--- src/common/fp_decode_pkg.sv ---
package fp_decode_pkg;

  ////////////////////////////////////////
  // field widths
  ////////////////////////////////////////
  typedef logic [31:0] insn_t;    // raw instruction word
  typedef logic [6:0]  opcode_t;
  typedef logic [4:0]  reg_idx_t;
  typedef logic [2:0]  rm_t;      // rounding mode, also funct3
  typedef logic [4:0]  fpusel_t;  // fpu op select
  typedef logic [1:0]  memctl_t;  // load/store width

  localparam memctl_t MEM_NONE = 2'b00;
  localparam memctl_t MEM_WORD = 2'b01;  // single precision word

  ////////////////////////////////////////
  // fpu select codes
  ////////////////////////////////////////
  localparam fpusel_t FPU_ADD     = 5'b00000;
  localparam fpusel_t FPU_SUB     = 5'b00001;
  localparam fpusel_t FPU_MUL     = 5'b00010;
  localparam fpusel_t FPU_DIV     = 5'b00011;
  localparam fpusel_t FPU_SQRT    = 5'b00100;
  localparam fpusel_t FPU_SGNJ    = 5'b00101;
  localparam fpusel_t FPU_SGNJN   = 5'b00110;
  localparam fpusel_t FPU_SGNJX   = 5'b00111;
  localparam fpusel_t FPU_MAX     = 5'b01000;
  localparam fpusel_t FPU_MIN     = 5'b01001;
  localparam fpusel_t FPU_EQ      = 5'b01010;
  localparam fpusel_t FPU_LT      = 5'b01011;
  localparam fpusel_t FPU_LE      = 5'b01100;
  localparam fpusel_t FPU_MV_XW   = 5'b01101;  // fp bits to int reg
  localparam fpusel_t FPU_CLASS   = 5'b01110;
  localparam fpusel_t FPU_MV_WX   = 5'b01111;  // int bits to fp reg
  localparam fpusel_t FPU_MADD    = 5'b10000;
  localparam fpusel_t FPU_MSUB    = 5'b10001;
  localparam fpusel_t FPU_NMSUB   = 5'b10010;
  localparam fpusel_t FPU_NMADD   = 5'b10011;
  localparam fpusel_t FPU_CVT_WS  = 5'b10100;
  localparam fpusel_t FPU_CVT_WUS = 5'b10101;
  localparam fpusel_t FPU_CVT_SW  = 5'b10110;
  localparam fpusel_t FPU_CVT_SWU = 5'b10111;
  localparam fpusel_t FPU_NONE    = 5'b11111;  // no fpu op

  // major opcodes
  localparam opcode_t OP_FLW   = 7'b0000111;
  localparam opcode_t OP_FSW   = 7'b0100111;
  localparam opcode_t OP_FP    = 7'b1010011;
  localparam opcode_t OP_FMADD = 7'b1000011;  // bits 3..2 pick the fused variant

endpackage

--- src/design/fp_decode_top.sv ---
`timescale 1ns/1ps

module fp_decode_top import fp_decode_pkg::*; #(
  parameter int QUEUE_DEPTH = 4
) (
  input  logic     clk,
  input  logic     rst_n,
  input  logic     push,
  input  insn_t    insn,
  input  logic     flush,
  output logic     full,
  output logic     out_valid,
  output reg_idx_t out_rd,
  output fpusel_t  fpusel_s,
  output rm_t      rm,
  output memctl_t  storecntrl,
  output memctl_t  loadcntrl,
  output logic     memread,
  output logic     memwrite,
  output logic     regwrite,
  output logic     fpusrc,
  output logic     illegal_ins
);

  insn_t   head;
  logic    empty;
  logic    hazard;
  logic    advance;
  // decoder outputs, decode side
  fpusel_t id_fpusel_s;
  memctl_t id_storecntrl;
  memctl_t id_loadcntrl;
  rm_t     id_rm;
  logic    id_memread;
  logic    id_memwrite;
  logic    id_regwrite;
  logic    id_fpusrc;
  logic    id_illegal_ins;

  ////////////////////////////////////////
  // queue, decoder, hazard, register
  ////////////////////////////////////////
  fp_insn_queue #(.QUEUE_DEPTH(QUEUE_DEPTH)) u_queue (
    .clk(clk), .rst_n(rst_n), .flush(flush), .push(push), .insn(insn),
    .pop(advance), .head(head), .empty(empty), .full(full)
  );

  fp_control u_control (
    .opcode(head[6:0]), .funct3(head[14:12]), .funct7(head[31:25]),
    .rs2(head[24:20]), .ins_zero(empty), .flush(flush), .hazard(hazard),
    .fpusel_s(id_fpusel_s), .storecntrl(id_storecntrl), .loadcntrl(id_loadcntrl),
    .rm(id_rm), .memread(id_memread), .memwrite(id_memwrite),
    .regwrite(id_regwrite), .fpusrc(id_fpusrc), .illegal_ins(id_illegal_ins)
  );

  fp_hazard_unit u_hazard (
    .head(head), .empty(empty), .ex_rd(out_rd), .ex_memread(memread),
    .ex_valid(out_valid), .hazard(hazard), .advance(advance)
  );

  fp_decode_reg u_ex_reg (
    .clk(clk), .rst_n(rst_n), .flush(flush), .advance(advance), .rd(head[11:7]),
    .fpusel_s(id_fpusel_s), .storecntrl(id_storecntrl), .loadcntrl(id_loadcntrl),
    .rm(id_rm), .memread(id_memread), .memwrite(id_memwrite),
    .regwrite(id_regwrite), .fpusrc(id_fpusrc), .illegal_ins(id_illegal_ins),
    .out_valid(out_valid), .ex_rd(out_rd), .ex_fpusel_s(fpusel_s),
    .ex_storecntrl(storecntrl), .ex_loadcntrl(loadcntrl), .ex_rm(rm),
    .ex_memread(memread), .ex_memwrite(memwrite), .ex_regwrite(regwrite),
    .ex_fpusrc(fpusrc), .ex_illegal_ins(illegal_ins)
  );

endmodule

--- src/fp_decode/fp_control.sv ---
`timescale 1ns/1ps

module fp_control import fp_decode_pkg::*; (
  input  opcode_t  opcode,
  input  rm_t      funct3,
  input  logic [6:0] funct7,
  input  reg_idx_t rs2,
  input  logic     ins_zero,    // queue empty, head is zero
  input  logic     flush,
  input  logic     hazard,
  output fpusel_t  fpusel_s,
  output memctl_t  storecntrl,
  output memctl_t  loadcntrl,
  output rm_t      rm,
  output logic     memread,
  output logic     memwrite,
  output logic     regwrite,
  output logic     fpusrc,
  output logic     illegal_ins
);

  logic stall;
  logic regwrite_raw;   // before stall gating
  logic memwrite_raw;
  logic illegal_raw;

  assign stall = flush || hazard || ins_zero;

  ////////////////////////////////////////
  // main decode
  ////////////////////////////////////////
  always_comb begin
    fpusel_s     = FPU_NONE;
    storecntrl   = MEM_NONE;
    loadcntrl    = MEM_NONE;
    rm           = 3'b000;
    memread      = 1'b0;
    fpusrc       = 1'b0;
    regwrite_raw = 1'b0;
    memwrite_raw = 1'b0;
    illegal_raw  = 1'b0;

    case (opcode)
      OP_FLW: begin
        if (funct3 == 3'b010) begin   // word width only
          loadcntrl    = MEM_WORD;
          memread      = 1'b1;
          regwrite_raw = 1'b1;
          fpusrc       = 1'b1;
        end else begin
          illegal_raw = 1'b1;
        end
      end

      OP_FSW: begin
        if (funct3 == 3'b010) begin
          storecntrl   = MEM_WORD;
          memwrite_raw = 1'b1;
          fpusrc       = 1'b1;
        end else begin
          illegal_raw = 1'b1;
        end
      end

      OP_FP: begin
        case (funct7)
          7'h00: begin fpusel_s = FPU_ADD; rm = funct3; end   // fadd.s
          7'h04: begin fpusel_s = FPU_SUB; rm = funct3; end   // fsub.s
          7'h08: begin fpusel_s = FPU_MUL; rm = funct3; end   // fmul.s
          7'h0c: begin fpusel_s = FPU_DIV; rm = funct3; end   // fdiv.s
          7'h2c: begin
            if (rs2 == '0) begin          // fsqrt.s, rs2 must be zero
              fpusel_s = FPU_SQRT;
              rm       = funct3;
            end else begin
              illegal_raw = 1'b1;
            end
          end
          7'h10: begin                    // sign injection, rm unused
            case (funct3)
              3'b000:  fpusel_s = FPU_SGNJ;
              3'b001:  fpusel_s = FPU_SGNJN;
              3'b010:  fpusel_s = FPU_SGNJX;
              default: illegal_raw = 1'b1;
            endcase
          end
          7'h14: begin
            case (funct3)
              3'b000:  fpusel_s = FPU_MIN;
              3'b001:  fpusel_s = FPU_MAX;
              default: illegal_raw = 1'b1;
            endcase
          end
          7'h50: begin                    // compares write an int reg
            case (funct3)
              3'b000:  fpusel_s = FPU_LE;
              3'b001:  fpusel_s = FPU_LT;
              3'b010:  fpusel_s = FPU_EQ;
              default: illegal_raw = 1'b1;
            endcase
          end
          7'h60: begin                    // float to int
            case (rs2)
              5'd0:    begin fpusel_s = FPU_CVT_WS;  rm = funct3; end
              5'd1:    begin fpusel_s = FPU_CVT_WUS; rm = funct3; end
              default: illegal_raw = 1'b1;
            endcase
          end
          7'h68: begin                    // int to float
            case (rs2)
              5'd0:    begin fpusel_s = FPU_CVT_SW;  rm = funct3; end
              5'd1:    begin fpusel_s = FPU_CVT_SWU; rm = funct3; end
              default: illegal_raw = 1'b1;
            endcase
          end
          7'h70: begin
            if (rs2 == '0 && funct3 == 3'b000)
              fpusel_s = FPU_MV_XW;       // fmv.x.w
            else if (rs2 == '0 && funct3 == 3'b001)
              fpusel_s = FPU_CLASS;       // fclass.s
            else
              illegal_raw = 1'b1;
          end
          7'h78: begin
            if (rs2 == '0 && funct3 == 3'b000)
              fpusel_s = FPU_MV_WX;       // fmv.w.x
            else
              illegal_raw = 1'b1;
          end
          default: illegal_raw = 1'b1;    // unknown funct7
        endcase
        regwrite_raw = !illegal_raw;
      end

      default: begin
        // fused group shares opcode bits 6..4 and 1..0
        if ({opcode[6:4], opcode[1:0]} == {OP_FMADD[6:4], OP_FMADD[1:0]} &&
            funct7[1:0] == 2'b00) begin   // fmt must be single
          case (opcode[3:2])
            2'b00: fpusel_s = FPU_MADD;
            2'b01: fpusel_s = FPU_MSUB;
            2'b10: fpusel_s = FPU_NMSUB;
            2'b11: fpusel_s = FPU_NMADD;
          endcase
          rm           = funct3;
          regwrite_raw = 1'b1;
          fpusrc       = 1'b1;
        end else begin
          illegal_raw = 1'b1;             // not an F-extension opcode
        end
      end
    endcase
  end

  // gating toward the decode register
  assign regwrite    = regwrite_raw && !stall;
  assign memwrite    = memwrite_raw && !stall;
  assign illegal_ins = illegal_raw && !flush && !ins_zero;  // hazard keeps it

endmodule

--- src/fp_decode/fp_decode_reg.sv ---
`timescale 1ns/1ps

module fp_decode_reg import fp_decode_pkg::*; (
  input  logic     clk,
  input  logic     rst_n,
  input  logic     flush,
  input  logic     advance,
  input  reg_idx_t rd,
  input  fpusel_t  fpusel_s,
  input  memctl_t  storecntrl,
  input  memctl_t  loadcntrl,
  input  rm_t      rm,
  input  logic     memread,
  input  logic     memwrite,
  input  logic     regwrite,
  input  logic     fpusrc,
  input  logic     illegal_ins,
  output logic     out_valid,
  output reg_idx_t ex_rd,
  output fpusel_t  ex_fpusel_s,
  output memctl_t  ex_storecntrl,
  output memctl_t  ex_loadcntrl,
  output rm_t      ex_rm,
  output logic     ex_memread,
  output logic     ex_memwrite,
  output logic     ex_regwrite,
  output logic     ex_fpusrc,
  output logic     ex_illegal_ins
);

  ////////////////////////////////////////
  // controls clear to a bubble when idle
  ////////////////////////////////////////
  always_ff @(posedge clk) begin
    if (!rst_n || flush || !advance) begin
      out_valid      <= 1'b0;       // bubble
      ex_fpusel_s    <= '0;
      ex_storecntrl  <= MEM_NONE;
      ex_loadcntrl   <= MEM_NONE;
      ex_rm          <= '0;
      ex_memread     <= 1'b0;
      ex_memwrite    <= 1'b0;
      ex_regwrite    <= 1'b0;
      ex_fpusrc      <= 1'b0;
      ex_illegal_ins <= 1'b0;
    end else begin
      out_valid      <= 1'b1;
      ex_fpusel_s    <= fpusel_s;
      ex_storecntrl  <= storecntrl;
      ex_loadcntrl   <= loadcntrl;
      ex_rm          <= rm;
      ex_memread     <= memread;
      ex_memwrite    <= memwrite;
      ex_regwrite    <= regwrite;
      ex_fpusrc      <= fpusrc;
      ex_illegal_ins <= illegal_ins;
    end
  end

  // rd held through bubbles
  always_ff @(posedge clk) begin
    if (advance) begin
      ex_rd <= rd;
    end
  end

endmodule

--- src/fp_decode/fp_hazard_unit.sv ---
`timescale 1ns/1ps

module fp_hazard_unit import fp_decode_pkg::*; (
  input  insn_t    head,
  input  logic     empty,
  input  reg_idx_t ex_rd,       // rd in decode register
  input  logic     ex_memread,  // that entry is a flw
  input  logic     ex_valid,
  output logic     hazard,
  output logic     advance
);

  opcode_t    opcode;
  logic [6:0] funct7;
  logic       is_fp;
  logic       is_fused;
  logic       uses_rs1;
  logic       uses_rs2;
  logic       uses_rs3;

  assign opcode   = head[6:0];
  assign funct7   = head[31:25];
  assign is_fp    = (opcode == OP_FP);
  assign is_fused = ({opcode[6:4], opcode[1:0]} == {OP_FMADD[6:4], OP_FMADD[1:0]});

  ////////////////////////////////////////
  // which fp sources the head reads
  ////////////////////////////////////////
  // int to float and mv.w.x take rs1 from the int file
  assign uses_rs1 = (is_fp && funct7 != 7'h68 && funct7 != 7'h78) || is_fused;
  assign uses_rs2 = (is_fp && (funct7 == 7'h00 || funct7 == 7'h04 ||
                               funct7 == 7'h08 || funct7 == 7'h0c ||
                               funct7 == 7'h10 || funct7 == 7'h14 ||
                               funct7 == 7'h50))
                    || is_fused
                    || (opcode == OP_FSW);     // store data
  assign uses_rs3 = is_fused;

  // load still in decode register, result not ready for the head
  assign hazard = ex_valid && ex_memread && !empty &&
                  ((uses_rs1 && head[19:15] == ex_rd) ||
                   (uses_rs2 && head[24:20] == ex_rd) ||
                   (uses_rs3 && head[31:27] == ex_rd));

  assign advance = !empty && !hazard;  // pop and load in same edge

endmodule

--- src/fp_decode/fp_insn_queue.sv ---
`timescale 1ns/1ps

module fp_insn_queue import fp_decode_pkg::*; #(
  parameter int QUEUE_DEPTH = 4  // power of two, >= 2
) (
  input  logic  clk,
  input  logic  rst_n,
  input  logic  flush,
  input  logic  push,
  input  insn_t insn,
  input  logic  pop,
  output insn_t head,
  output logic  empty,
  output logic  full
);

  localparam int PTR_W = $clog2(QUEUE_DEPTH);
  localparam logic [PTR_W:0] FULL_CNT = (PTR_W+1)'(QUEUE_DEPTH);

  insn_t            mem [QUEUE_DEPTH];  // storage, no reset
  logic [PTR_W-1:0] wr_ptr;
  logic [PTR_W-1:0] rd_ptr;
  logic [PTR_W:0]   count;              // occupancy
  logic             do_push;
  logic             do_pop;

  // flush wins over both ends
  assign do_push = push && !full && !flush;   // push while full is dropped
  assign do_pop  = pop && !empty && !flush;

  assign empty = (count == '0);
  assign full  = (count == FULL_CNT);
  assign head  = empty ? '0 : mem[rd_ptr];    // zero when nothing queued

  ////////////////////////////////////////
  // pointers and count
  ////////////////////////////////////////
  always_ff @(posedge clk) begin
    if (!rst_n || flush) begin
      wr_ptr <= '0;
      rd_ptr <= '0;
      count  <= '0;
    end else begin
      if (do_push) wr_ptr <= wr_ptr + 1'b1;  // wraps at depth
      if (do_pop)  rd_ptr <= rd_ptr + 1'b1;
      // push and pop together leave count alone
      if (do_push && !do_pop)
        count <= count + 1'b1;
      else if (do_pop && !do_push)
        count <= count - 1'b1;
    end
  end

  // write port
  always_ff @(posedge clk) begin
    if (do_push)
      mem[wr_ptr] <= insn;
  end

endmodule

--- config.mk ---
export PLATFORM = sky130hd
export DESIGN_NAME = fp_decode_top
export DESIGN_NICKNAME = d
export VERILOG_FILES = /design/src/common/fp_decode_pkg.sv /design/src/design/fp_decode_top.sv /design/src/fp_decode/fp_control.sv /design/src/fp_decode/fp_decode_reg.sv /design/src/fp_decode/fp_hazard_unit.sv /design/src/fp_decode/fp_insn_queue.sv
export SDC_FILE = /design/constraint.sdc
export NUM_CORES = 1
export LEC_CHECK = 0
export BUFFER_PORTS_ARGS = -buffer_cell sky130_fd_sc_hd__buf_2
export CAP_MARGIN = 30
export CORE_ASPECT_RATIO = 1.25
export CORE_MARGIN = 2
export CORE_UTILIZATION = 55
export DETAILED_ROUTE_END_ITERATION = 16
export PLACE_DENSITY = 0.8
export SLEW_MARGIN = 20
export SYNTH_ARGS = -nofsm -noshare
export SYNTH_HDL_FRONTEND = slang
export SYNTH_SLANG_ARGS = --single-unit
--- constraint.sdc ---
create_clock -name clk -period 8.95 [get_ports clk]
set_input_delay 0.895 -clock clk [delete_from_list [all_inputs] [get_ports clk]]
set_output_delay 0.895 -clock clk [all_outputs]
set_load 0.1 [all_outputs]
# Word level (Yosys, flattened, before mapping)
# Memories as Yosys holds them, arrays and structs flattened. A register that Yosys moved wholly into a read port is not among the register bits.
# Index checks and enable logic that the tools add are counted.
# totals
ff_bits	30
ramBits	128
inputBits	36
out_inout_bits	24
elab_cells	156
memories	1
# classes
addsub	4
n_eq_ne	27
mux	44
n_bitwise	2
n_reduce_logical	64
# memory_table
name	words	word_bits	rd	rd_clocked_by_memory_dff	write_ports	line	source
u_queue.mem	4	32	1	1	1	fp_insn_queue.sv:20	insn_t mem [QUEUE_DEPTH];
# ops
operator	n
one-hot mux 5 bit (12 select lines)	1
== test 7 bit (second input constant)	6
two-way mux 32 bit	1
one-hot mux 5 bit (3 select lines)	2
two-way mux 5 bit	5
logical AND 1 bit	23
one-hot mux 5 bit (2 select lines)	2
one-hot mux 5 bit (4 select lines)	1
two-way mux 1 bit	17
one-hot mux 4 bit (2 select lines)	2
== test 5 bit	3
logical OR 1 bit	15
two-way mux 3 bit	5
== test 7 x 3 -> 1 bit (second input constant)	2
== test 7 x 4 -> 1 bit (second input constant)	2
== test 7 x 5 -> 1 bit (second input constant)	2
== test 7 x 6 -> 1 bit (second input constant)	2
!= test 7 bit (second input constant)	2
OR reduction 2 bit	7
zero test 1 bit	10
one-hot mux 3 bit (3 select lines)	1
zero test 7 bit	1
one-hot mux 1 bit (7 select lines)	1
zero test 3 bit	2
20 further kinds	26

# Longest topological paths before layout
# Gate-level depths: netlist of run 1.
# logic_depth
depth_word	23
mapped_depth	17
mapped_depth_nobuf	13

# Hierarchy
# From an unflattened synthesis of run 1, not the netlist that was laid out.
# hier_totals
cells_unflattened	445
hier_area_um2	7025.5
# by_module_without_submodules
mod	instances	cells_each	area_per_inst_um2	seq_area_each_um2
fp_insn_queue	1	256	5333.9	4023.9
fp_decode_reg	1	44	715.7	510.5
fp_control	1	107	663.1	0.0
fp_hazard_unit	1	38	312.8	0.0

# Least setup slack after synthesis of run 1
# No wires, ideal clock.
# synth_path
path_kind	flip-flop to flip-flop
startpoint	register u_queue.count[0]
endpoint	register u_queue.count[2]
setup_ns	0.070
arrival_ns	3.957
required_time_ns	8.880
path_slack_ns	4.923
path_stages_with_launch	10
path_buffers	0
synth_period_minus_slack_ns	4.027
path_cell_list	dfxtp_1 -> nor3b_1 -> nand2b_1 -> nor2_1 -> ha_1 -> inv_1 -> fa_1 -> xor2_1 -> or3_1 -> a21oi_1
# synth_between
word_cells_on_any_way	54
cone_classes	2 x add/sub; 15 x eq/ne; 3 x mux; 34 x reduce/logical
# synth_lines
item	line	source
from (decl)	fp_insn_queue.sv:23	logic [PTR_W:0] count;
from (signal assigned)	fp_insn_queue.sv:48	count <= count + 1'b1;
from (signal assigned)	fp_insn_queue.sv:50	count <= count - 1'b1;
== test 3 bit *	fp_insn_queue.sv:32	assign full = (count == FULL_CNT);
named net full	fp_decode_top.sv:11	output logic full,
zero test 1 bit *	fp_insn_queue.sv:28	assign do_push = push && !full && !flush;
logical AND 1 bit * (2 in a row)	fp_insn_queue.sv:28	
named net u_queue.do_push	fp_insn_queue.sv:24	logic do_push;
zero test 1 bit	fp_insn_queue.sv:49	else if (do_pop && !do_push)
logical AND 1 bit	fp_insn_queue.sv:49	
nonzero test 2 bit (no source line)	n/a	
# Mark *: on every way through the listed nets, which the timed path passes. The rest lies on a longest branch. The select of a mux whose other input is x is not followed.
# A chain may end at the register's enable or synchronous reset.

==> out/metrics.yaml, run 1 <==
cells_and_area:
  diodes: 0
  syn2layout_area_growth_pct: 14.9
  fin_cells: 674
  seqCellArea_um2: 4480
  final_util_pct: 64.3
  multi_input_area_um2: 2110
  fillers: 892
  nNetsFinal: 539
  final_layout_size_suffix_gt1_share_pct: 24.1
sta:
  skew_ps: 7.04
  hold_violations: 0
  max-slew-margin-rel_pct: 33.2
  fmax_mhz: 235
  layout_setup_ws_ps: 4700
  tightest_slew_ps: 1000
  min_period_ps: 4250
  setup_violations: 0
  slew_viol_final: 0
  fin_crit_sh_pct: 47.5
  rsz0062_at_grt: "false"
  setup_tns_ps: 0
cts:
  clk_pin_slew_ps: 60
  clock_path_buffers: 2
  h-tree-depth: 4
  cts_sinks: 157
  tritoncts: "yes"
  clock_latency_ps: 410
  cts_root_buf: "clkbuf_16"
  cts-hold-fix-buffers: 0
  postCtsSetupRepairBufs: 0
  cts_buffers: 17
  cts_resized: 0
route:
  drt_iter0_drc: 324
  dr_total_vias: 3935
  drc: 0
  drtPass1Iterations: 5
  post_drt_wl_per_cell_um: 19.4
  antenna_left: 0
  wl_um: 13100
  viasPerCell: 5.84
floorplanning:
  coreArea_um2: 12000
  start_util_pct: 55.9
  die_h_um: 128
  dieArea_um2: 13200
  die_x_um: 103
  fp-row-count: 45
  io_pins: 60
grt:
  overflow: 0
  grt_usage_pct: 22.0
  grt_max_degree: 37
  grt_pass1_vias: 4022
  grt_pass1_wl_um: 21200
  antenna_found_initial: 0
setup_path:
  cp.required_ps: 9290
  crit_path_max_fanout: 33
  worstSetupPathType: "reg2reg"
  arrival_ps: 4590
  critPathCaptureType: "register"
  worstSetupStartpointType: "register"
min_path:
  min_path_type: "reg2reg"
synth:
  syn_avg_cell_area_um2: 15.5
  synth_area_leader_cell: "edfxtp_1"
  synthCells: 434
  yosys.cell_types.count: 58
  synth_edf_count: 133
  syn-cell-area_um2: 6740
  synthTopCellsByArea: "edfxtp_1, dfxtp_1, mux4_2, mux4_1, mux2i_1"
  yosysSeqAreaShare_pct: 66.4
  ys_ff_latch: 157
  synth_warnings: 0
  ys.flop_type: "edfxtp_1"
  ys_async_sr_fraction_pct: 0
  synth_top_area_share_pct: 59.3
placement:
  hpwlAfterDp_um: 8550
  dpl.cell_count: 642
  gp_congestion: 0.885
  portBuffers: 57
  dp_slack_ps: 4690
power:
  p_per_area_nw_per_um2: 219
  ir_drop_uv: 136
  p_leak_nw: 2.63
  report.power.total_mw: 1.69
outcome:
  outcome: "finished, final reports clean"
run:
  cap_violations: 0
power breakdown:
group | internal [mW] | switching [mW]
registers | 0.813 | 0.0119
clock network | 0.400 | 0.286
logic | 0.0574 | 0.126
total | 1.27 | 0.423
final cells by class:
cell class | count | area share, %
clock inverters | 11 | 1.23
flip-flops and latches | 157 | 57.8
inverters | 8 | 0.388
multi-input cells | 249 | 27.2
well taps | 164 | 2.65
clock buffers | 21 | 6.35
repair buffers | 64 | 4.36
critical path: stages, from the launching register on:
cell	delay, ps
dfxtp_2	310
buf_4	500
mux4_1	810
nor2_1	350
a31oi_1	220
a21oi_1	190
o2111ai_1	200
nand3_1	240
or2_2	160
ha_1	170
inv_1	60
fa_1	370
xor2_1	160
or3_1	300
a21oi_1	150
registers in the layout, indices dropped and copies added, names as in the netlist, named ones only:
| register | count |
|---|---|
| u_ex_reg.ex_storecntrl | 1 |
| u_ex_reg.ex_rm | 3 |
| u_ex_reg.ex_illegal_ins | 1 |
| u_ex_reg.ex_regwrite | 1 |
| u_queue.count | 3 |
| u_queue.wr_ptr | 2 |
| u_ex_reg.ex_memread | 1 |
| u_queue.mem | 128 |
| u_ex_reg.out_valid | 1 |
| u_ex_reg.ex_fpusel_s | 5 |
| u_queue.rd_ptr | 2 |
| u_ex_reg.ex_fpusrc | 1 |
| u_ex_reg.ex_rd | 5 |
| u_ex_reg.ex_memwrite | 1 |
synthesized netlist by cell type, types with 5 or more instances:
cell type	instances
a21oi_1	8
and2_1	15
buf_2	9
dfxtp_1	24
edfxtp_1	133
ha_1	5
inv_1	8
mux2i_1	11
mux4_1	9
mux4_2	21
nand2_1	24
nand2b_1	5
nand3_1	12
nand4_1	8
nor2_1	25
nor3_1	15
nor3b_1	5
nor4_1	6
o21ai_0	10
or3_1	5
xnor2_1	12
cells by family after synthesis:
logic type	share of synthesized area [%]
AND/OR/NAND/NOR	11.5
flip-flops	66.4
other	0.0556
AO/OA/AOI/OAI	4.07
adder cells (fa/ha/maj)	1.23
multiplexers	12.3
buffers and inverters	2.41
XOR/XNOR	2.08
placed cells by master, fill, tap and decap left out, types with 6 or more instances in the layout:
cell type | Yosys | final
and2_1 | 15 | 15
nor4_1 | 6 | 6
nor2_1 | 25 | 25
clkbuf_16 | 0 | 18
nor3_1 | 15 | 15
nand3_1 | 12 | 12
mux4_1 | 9 | 9
a21oi_1 | 8 | 8
nand4_1 | 8 | 8
mux4_2 | 21 | 21
o21ai_0 | 10 | 10
xnor2_1 | 12 | 12
mux2i_1 | 11 | 11
buf_2 | 9 | 57
inv_1 | 8 | 8
edfxtp_1 | 133 | 133
dfxtp_1 | 24 | 23
buf_4 | 3 | 7
nand2_1 | 24 | 24
final timing paths:
path,from,endpoint,slack (ps),cells past startpoint
hold / removal,u_queue.rd_ptr[1]$_SDFFE_PP0P_,u_queue.rd_ptr[1]$_SDFFE_PP0P_,490,2
setup reg to reg,register,u_queue.count[2]$_SDFFE_PP0P_,4700,14
setup / recovery,register,u_queue.count[2]$_SDFFE_PP0P_,4700,14
hold reg to reg,u_queue.rd_ptr[1]$_SDFFE_PP0P_,u_queue.rd_ptr[1]$_SDFFE_PP0P_,490,2
routing by layer:
layer,vias to the layer above,track usage (%),wire length [um]
li1,1820,-,-
met1,1946,27.8,5340
met2,144,36.9,6840
met3,25,4.91,586
met4,0,8.44,328
met5,-,0,0
per-stage QoR:
stage                     hold WS [ps]  cell area [um2]
final                              489             7740
after global routing               545             7740
after CTS                          499             7740
after detailed placement           491             7160
after global placement             461             7160
after floorplan                    449             6740
No activity file was read; power rests on OpenSTA's default activity.
==> run 2: changes to the inputs <==
--- a/config.mk
+++ b/config.mk
@@ -9,7 +9,7 @@
 export CAP_MARGIN = 30
 export CORE_ASPECT_RATIO = 1.25
 export CORE_MARGIN = 2
-export CORE_UTILIZATION = 55
+export CORE_UTILIZATION = 53
 export DETAILED_ROUTE_END_ITERATION = 16
 export PLACE_DENSITY = 0.8
 export SLEW_MARGIN = 20
==> constraint.sdc (replaced) <==
create_clock -name clk -period 3.9 [get_ports clk]
set_input_delay 0.39 -clock clk [delete_from_list [all_inputs] [get_ports clk]]
set_output_delay 0.39 -clock clk [all_outputs]
set_load 0.1 [all_outputs]
==> out/metrics.yaml, run 2 (same netlist as run 1, synthesis figures left out) <==
sta:
  slew_viol_final: 0
  fin_crit_sh_pct: 95.4
  rsz0062_at_grt: "false"
  skew_ps: 6.59
  setup_violations: 0
  max-slew-margin-rel_pct: 53.6
  min_period_ps: 3720
  timing.hold.ws_ps: 185
  hold_violations: 0
  fmax_mhz: 269
  setup_tns_ps: 0
  tightest_slew_ps: 697
setup_path:
  worst-path-stages: 14
  path_cells: "buf_12 -> mux4_1 -> nor3b_1 -> nand4_1 -> a21oi_1 -> o2111ai_1 -> nand3_1 -> or2_2 -> ha_1 -> inv_1 -> fa_1 -> xor2_1 -> or3_1 -> a21oi_1"
  crit_family: "simple AND/OR/NAND/NOR gates"
  crit_path_max_fanout: 16
  reg2reg_to: "u_queue.count[2]$_SDFFE_PP0P_"
  cp_slowest_cell: "mux4_1"
  max_stage_delay_ps: 630
  worstSetupStartpointType: "register"
  rr_worst_depth: 14
  critPathMostFrequentCell: "a21oi_1"
  worstSetupEndpoint: "u_queue.count[2]$_SDFFE_PP0P_"
  rrSetupSlack_ps: 180
  arrival_ps: 4070
  worstSetupPathType: "reg2reg"
  worst-path-buf-inv: 2
  cp.required_ps: 4250
  critPathCaptureType: "register"
cts:
  h-tree-depth: 4
  tritoncts: "yes"
  clock_latency_ps: 420
  clock_path_buffers: 2
  cts-hold-fix-buffers: 0
  clk_pin_slew_ps: 60
  cts_root_buf: "clkbuf_16"
  cts_sinks: 157
  cts_buffers: 17
floorplanning:
  die_h_um: 130
  fp-row-count: 46
  dieArea_um2: 13600
  die_x_um: 105
  coreArea_um2: 12500
  start_util_pct: 53.7
  io_pins: 60
cells_and_area:
  reg.largest.list: "u_queue.mem: 128 flops, u_ex_reg.ex_fpusel_s: 5 flops, u_ex_reg.ex_rd: 5 flops"
  largest-register: "u_queue.mem"
  layout_commonest_cell: "edfxtp_1"
  syn2layout_area_growth_pct: 17.4
  nNetsFinal: 555
  largest_reg_flops: 128
  diodes: 0
  final_cell_mix: "edfxtp_1, buf_2, nor2_1"
  fillers: 927
  final_layout_size_suffix_gt1_share_pct: 26.6
route:
  drtPass1Iterations: 5
  dr_total_vias: 4005
  antenna_left: 0
  viasPerCell: 5.77
  drc: 0
  post_drt_wl_per_cell_um: 19.4
  wl_um: 13400
  drt_iter0_drc: 171
power:
  ir_drop_uv: 347
  p_per_area_nw_per_um2: 501
  p_leak_nw: 2.73
outcome:
  outcome: "finished, final reports clean"
grt:
  overflow: 0
  grt_max_degree: 33
  grt_pass1_wl_um: 20800
  grt_usage_pct: 20.7
  antenna_found_initial: 0
  grt_pass1_vias: 3966
placement:
  gp_congestion: 0.904
  hpwlAfterDp_um: 8880
  portBuffers: 57
run:
  cap_violations: 0
min_path:
  min_path_type: "in2reg"
[run 2: worst min path at each step]
stage | startpoint | end | cells after the start
5_1_grt | insn[7] | u_queue.mem[0][7]$_DFFE_PP_ | 1
3_5_place_dp | u_queue.rd_ptr[0]$_SDFFE_PP0P_ | register | 2
3_3_place_gp | u_queue.rd_ptr[1]$_SDFFE_PP0P_ | u_queue.rd_ptr[1]$_SDFFE_PP0P_ | 2
4_1_cts | insn[9] | u_queue.mem[1][9]$_DFFE_PP_ | 1
6_report | insn[9] | u_queue.mem[1][9]$_DFFE_PP_ | 1
2_1_floorplan | u_queue.rd_ptr[1]$_SDFFE_PP0P_ | register | 2
[run 2: repair_timing]
action                     CTS  global route
setup endpoints to repair    0             1
gates resized for setup      0             3
buffers inserted             0             3
[run 2: stage by stage]
stage                     power (mW)  area (um2)  setup WS (ps)  std cells  util, %
after floorplan                 2.24        6750            349        435        -
after detailed placement        2.37        7290           42.9        659     58.1
after global routing            4.09        7910           36.7        694     63.1
after CTS                       3.99        7880           6.82        691     62.8
final                           3.97        7910            180        694     63.1
after global placement          2.36        7290            148        659     58.1
[run 2: routing by layer]
| layer | up-vias | global-route usage (%) | part of all wire, % |
|---|---|---|---|
| li1 | 1856 | - | - |
| met1 | 2008 | 25.0 | 41 |
| met2 | 117 | 35.6 | 52 |
| met3 | 24 | 5.09 | 4.7 |
| met4 | 0 | 9.10 | 2.8 |
| met5 | - | 0 | 0 |
[run 2: final cells by class]
class / instances / area [um2] / share of cell area [%]
clock inverter: 14 / 160 / 2.02
multi-input combinational: 249 / 2120 / 26.8
inverter: 8 / 30.0 / 0.379
clock buffer: 18 / 429 / 5.42
tap: 168 / 210 / 2.66
sequential: 157 / 4480 / 56.6
timing repair buffer: 80 / 483 / 6.10
[run 2: where the power goes]
part	internal [mW]	switching, mW	total, mW
Sequential	1.87	0.0290	1.90
Combinational	0.153	0.291	0.444
Clock	0.957	0.668	1.63
Total	2.98	0.989	3.97
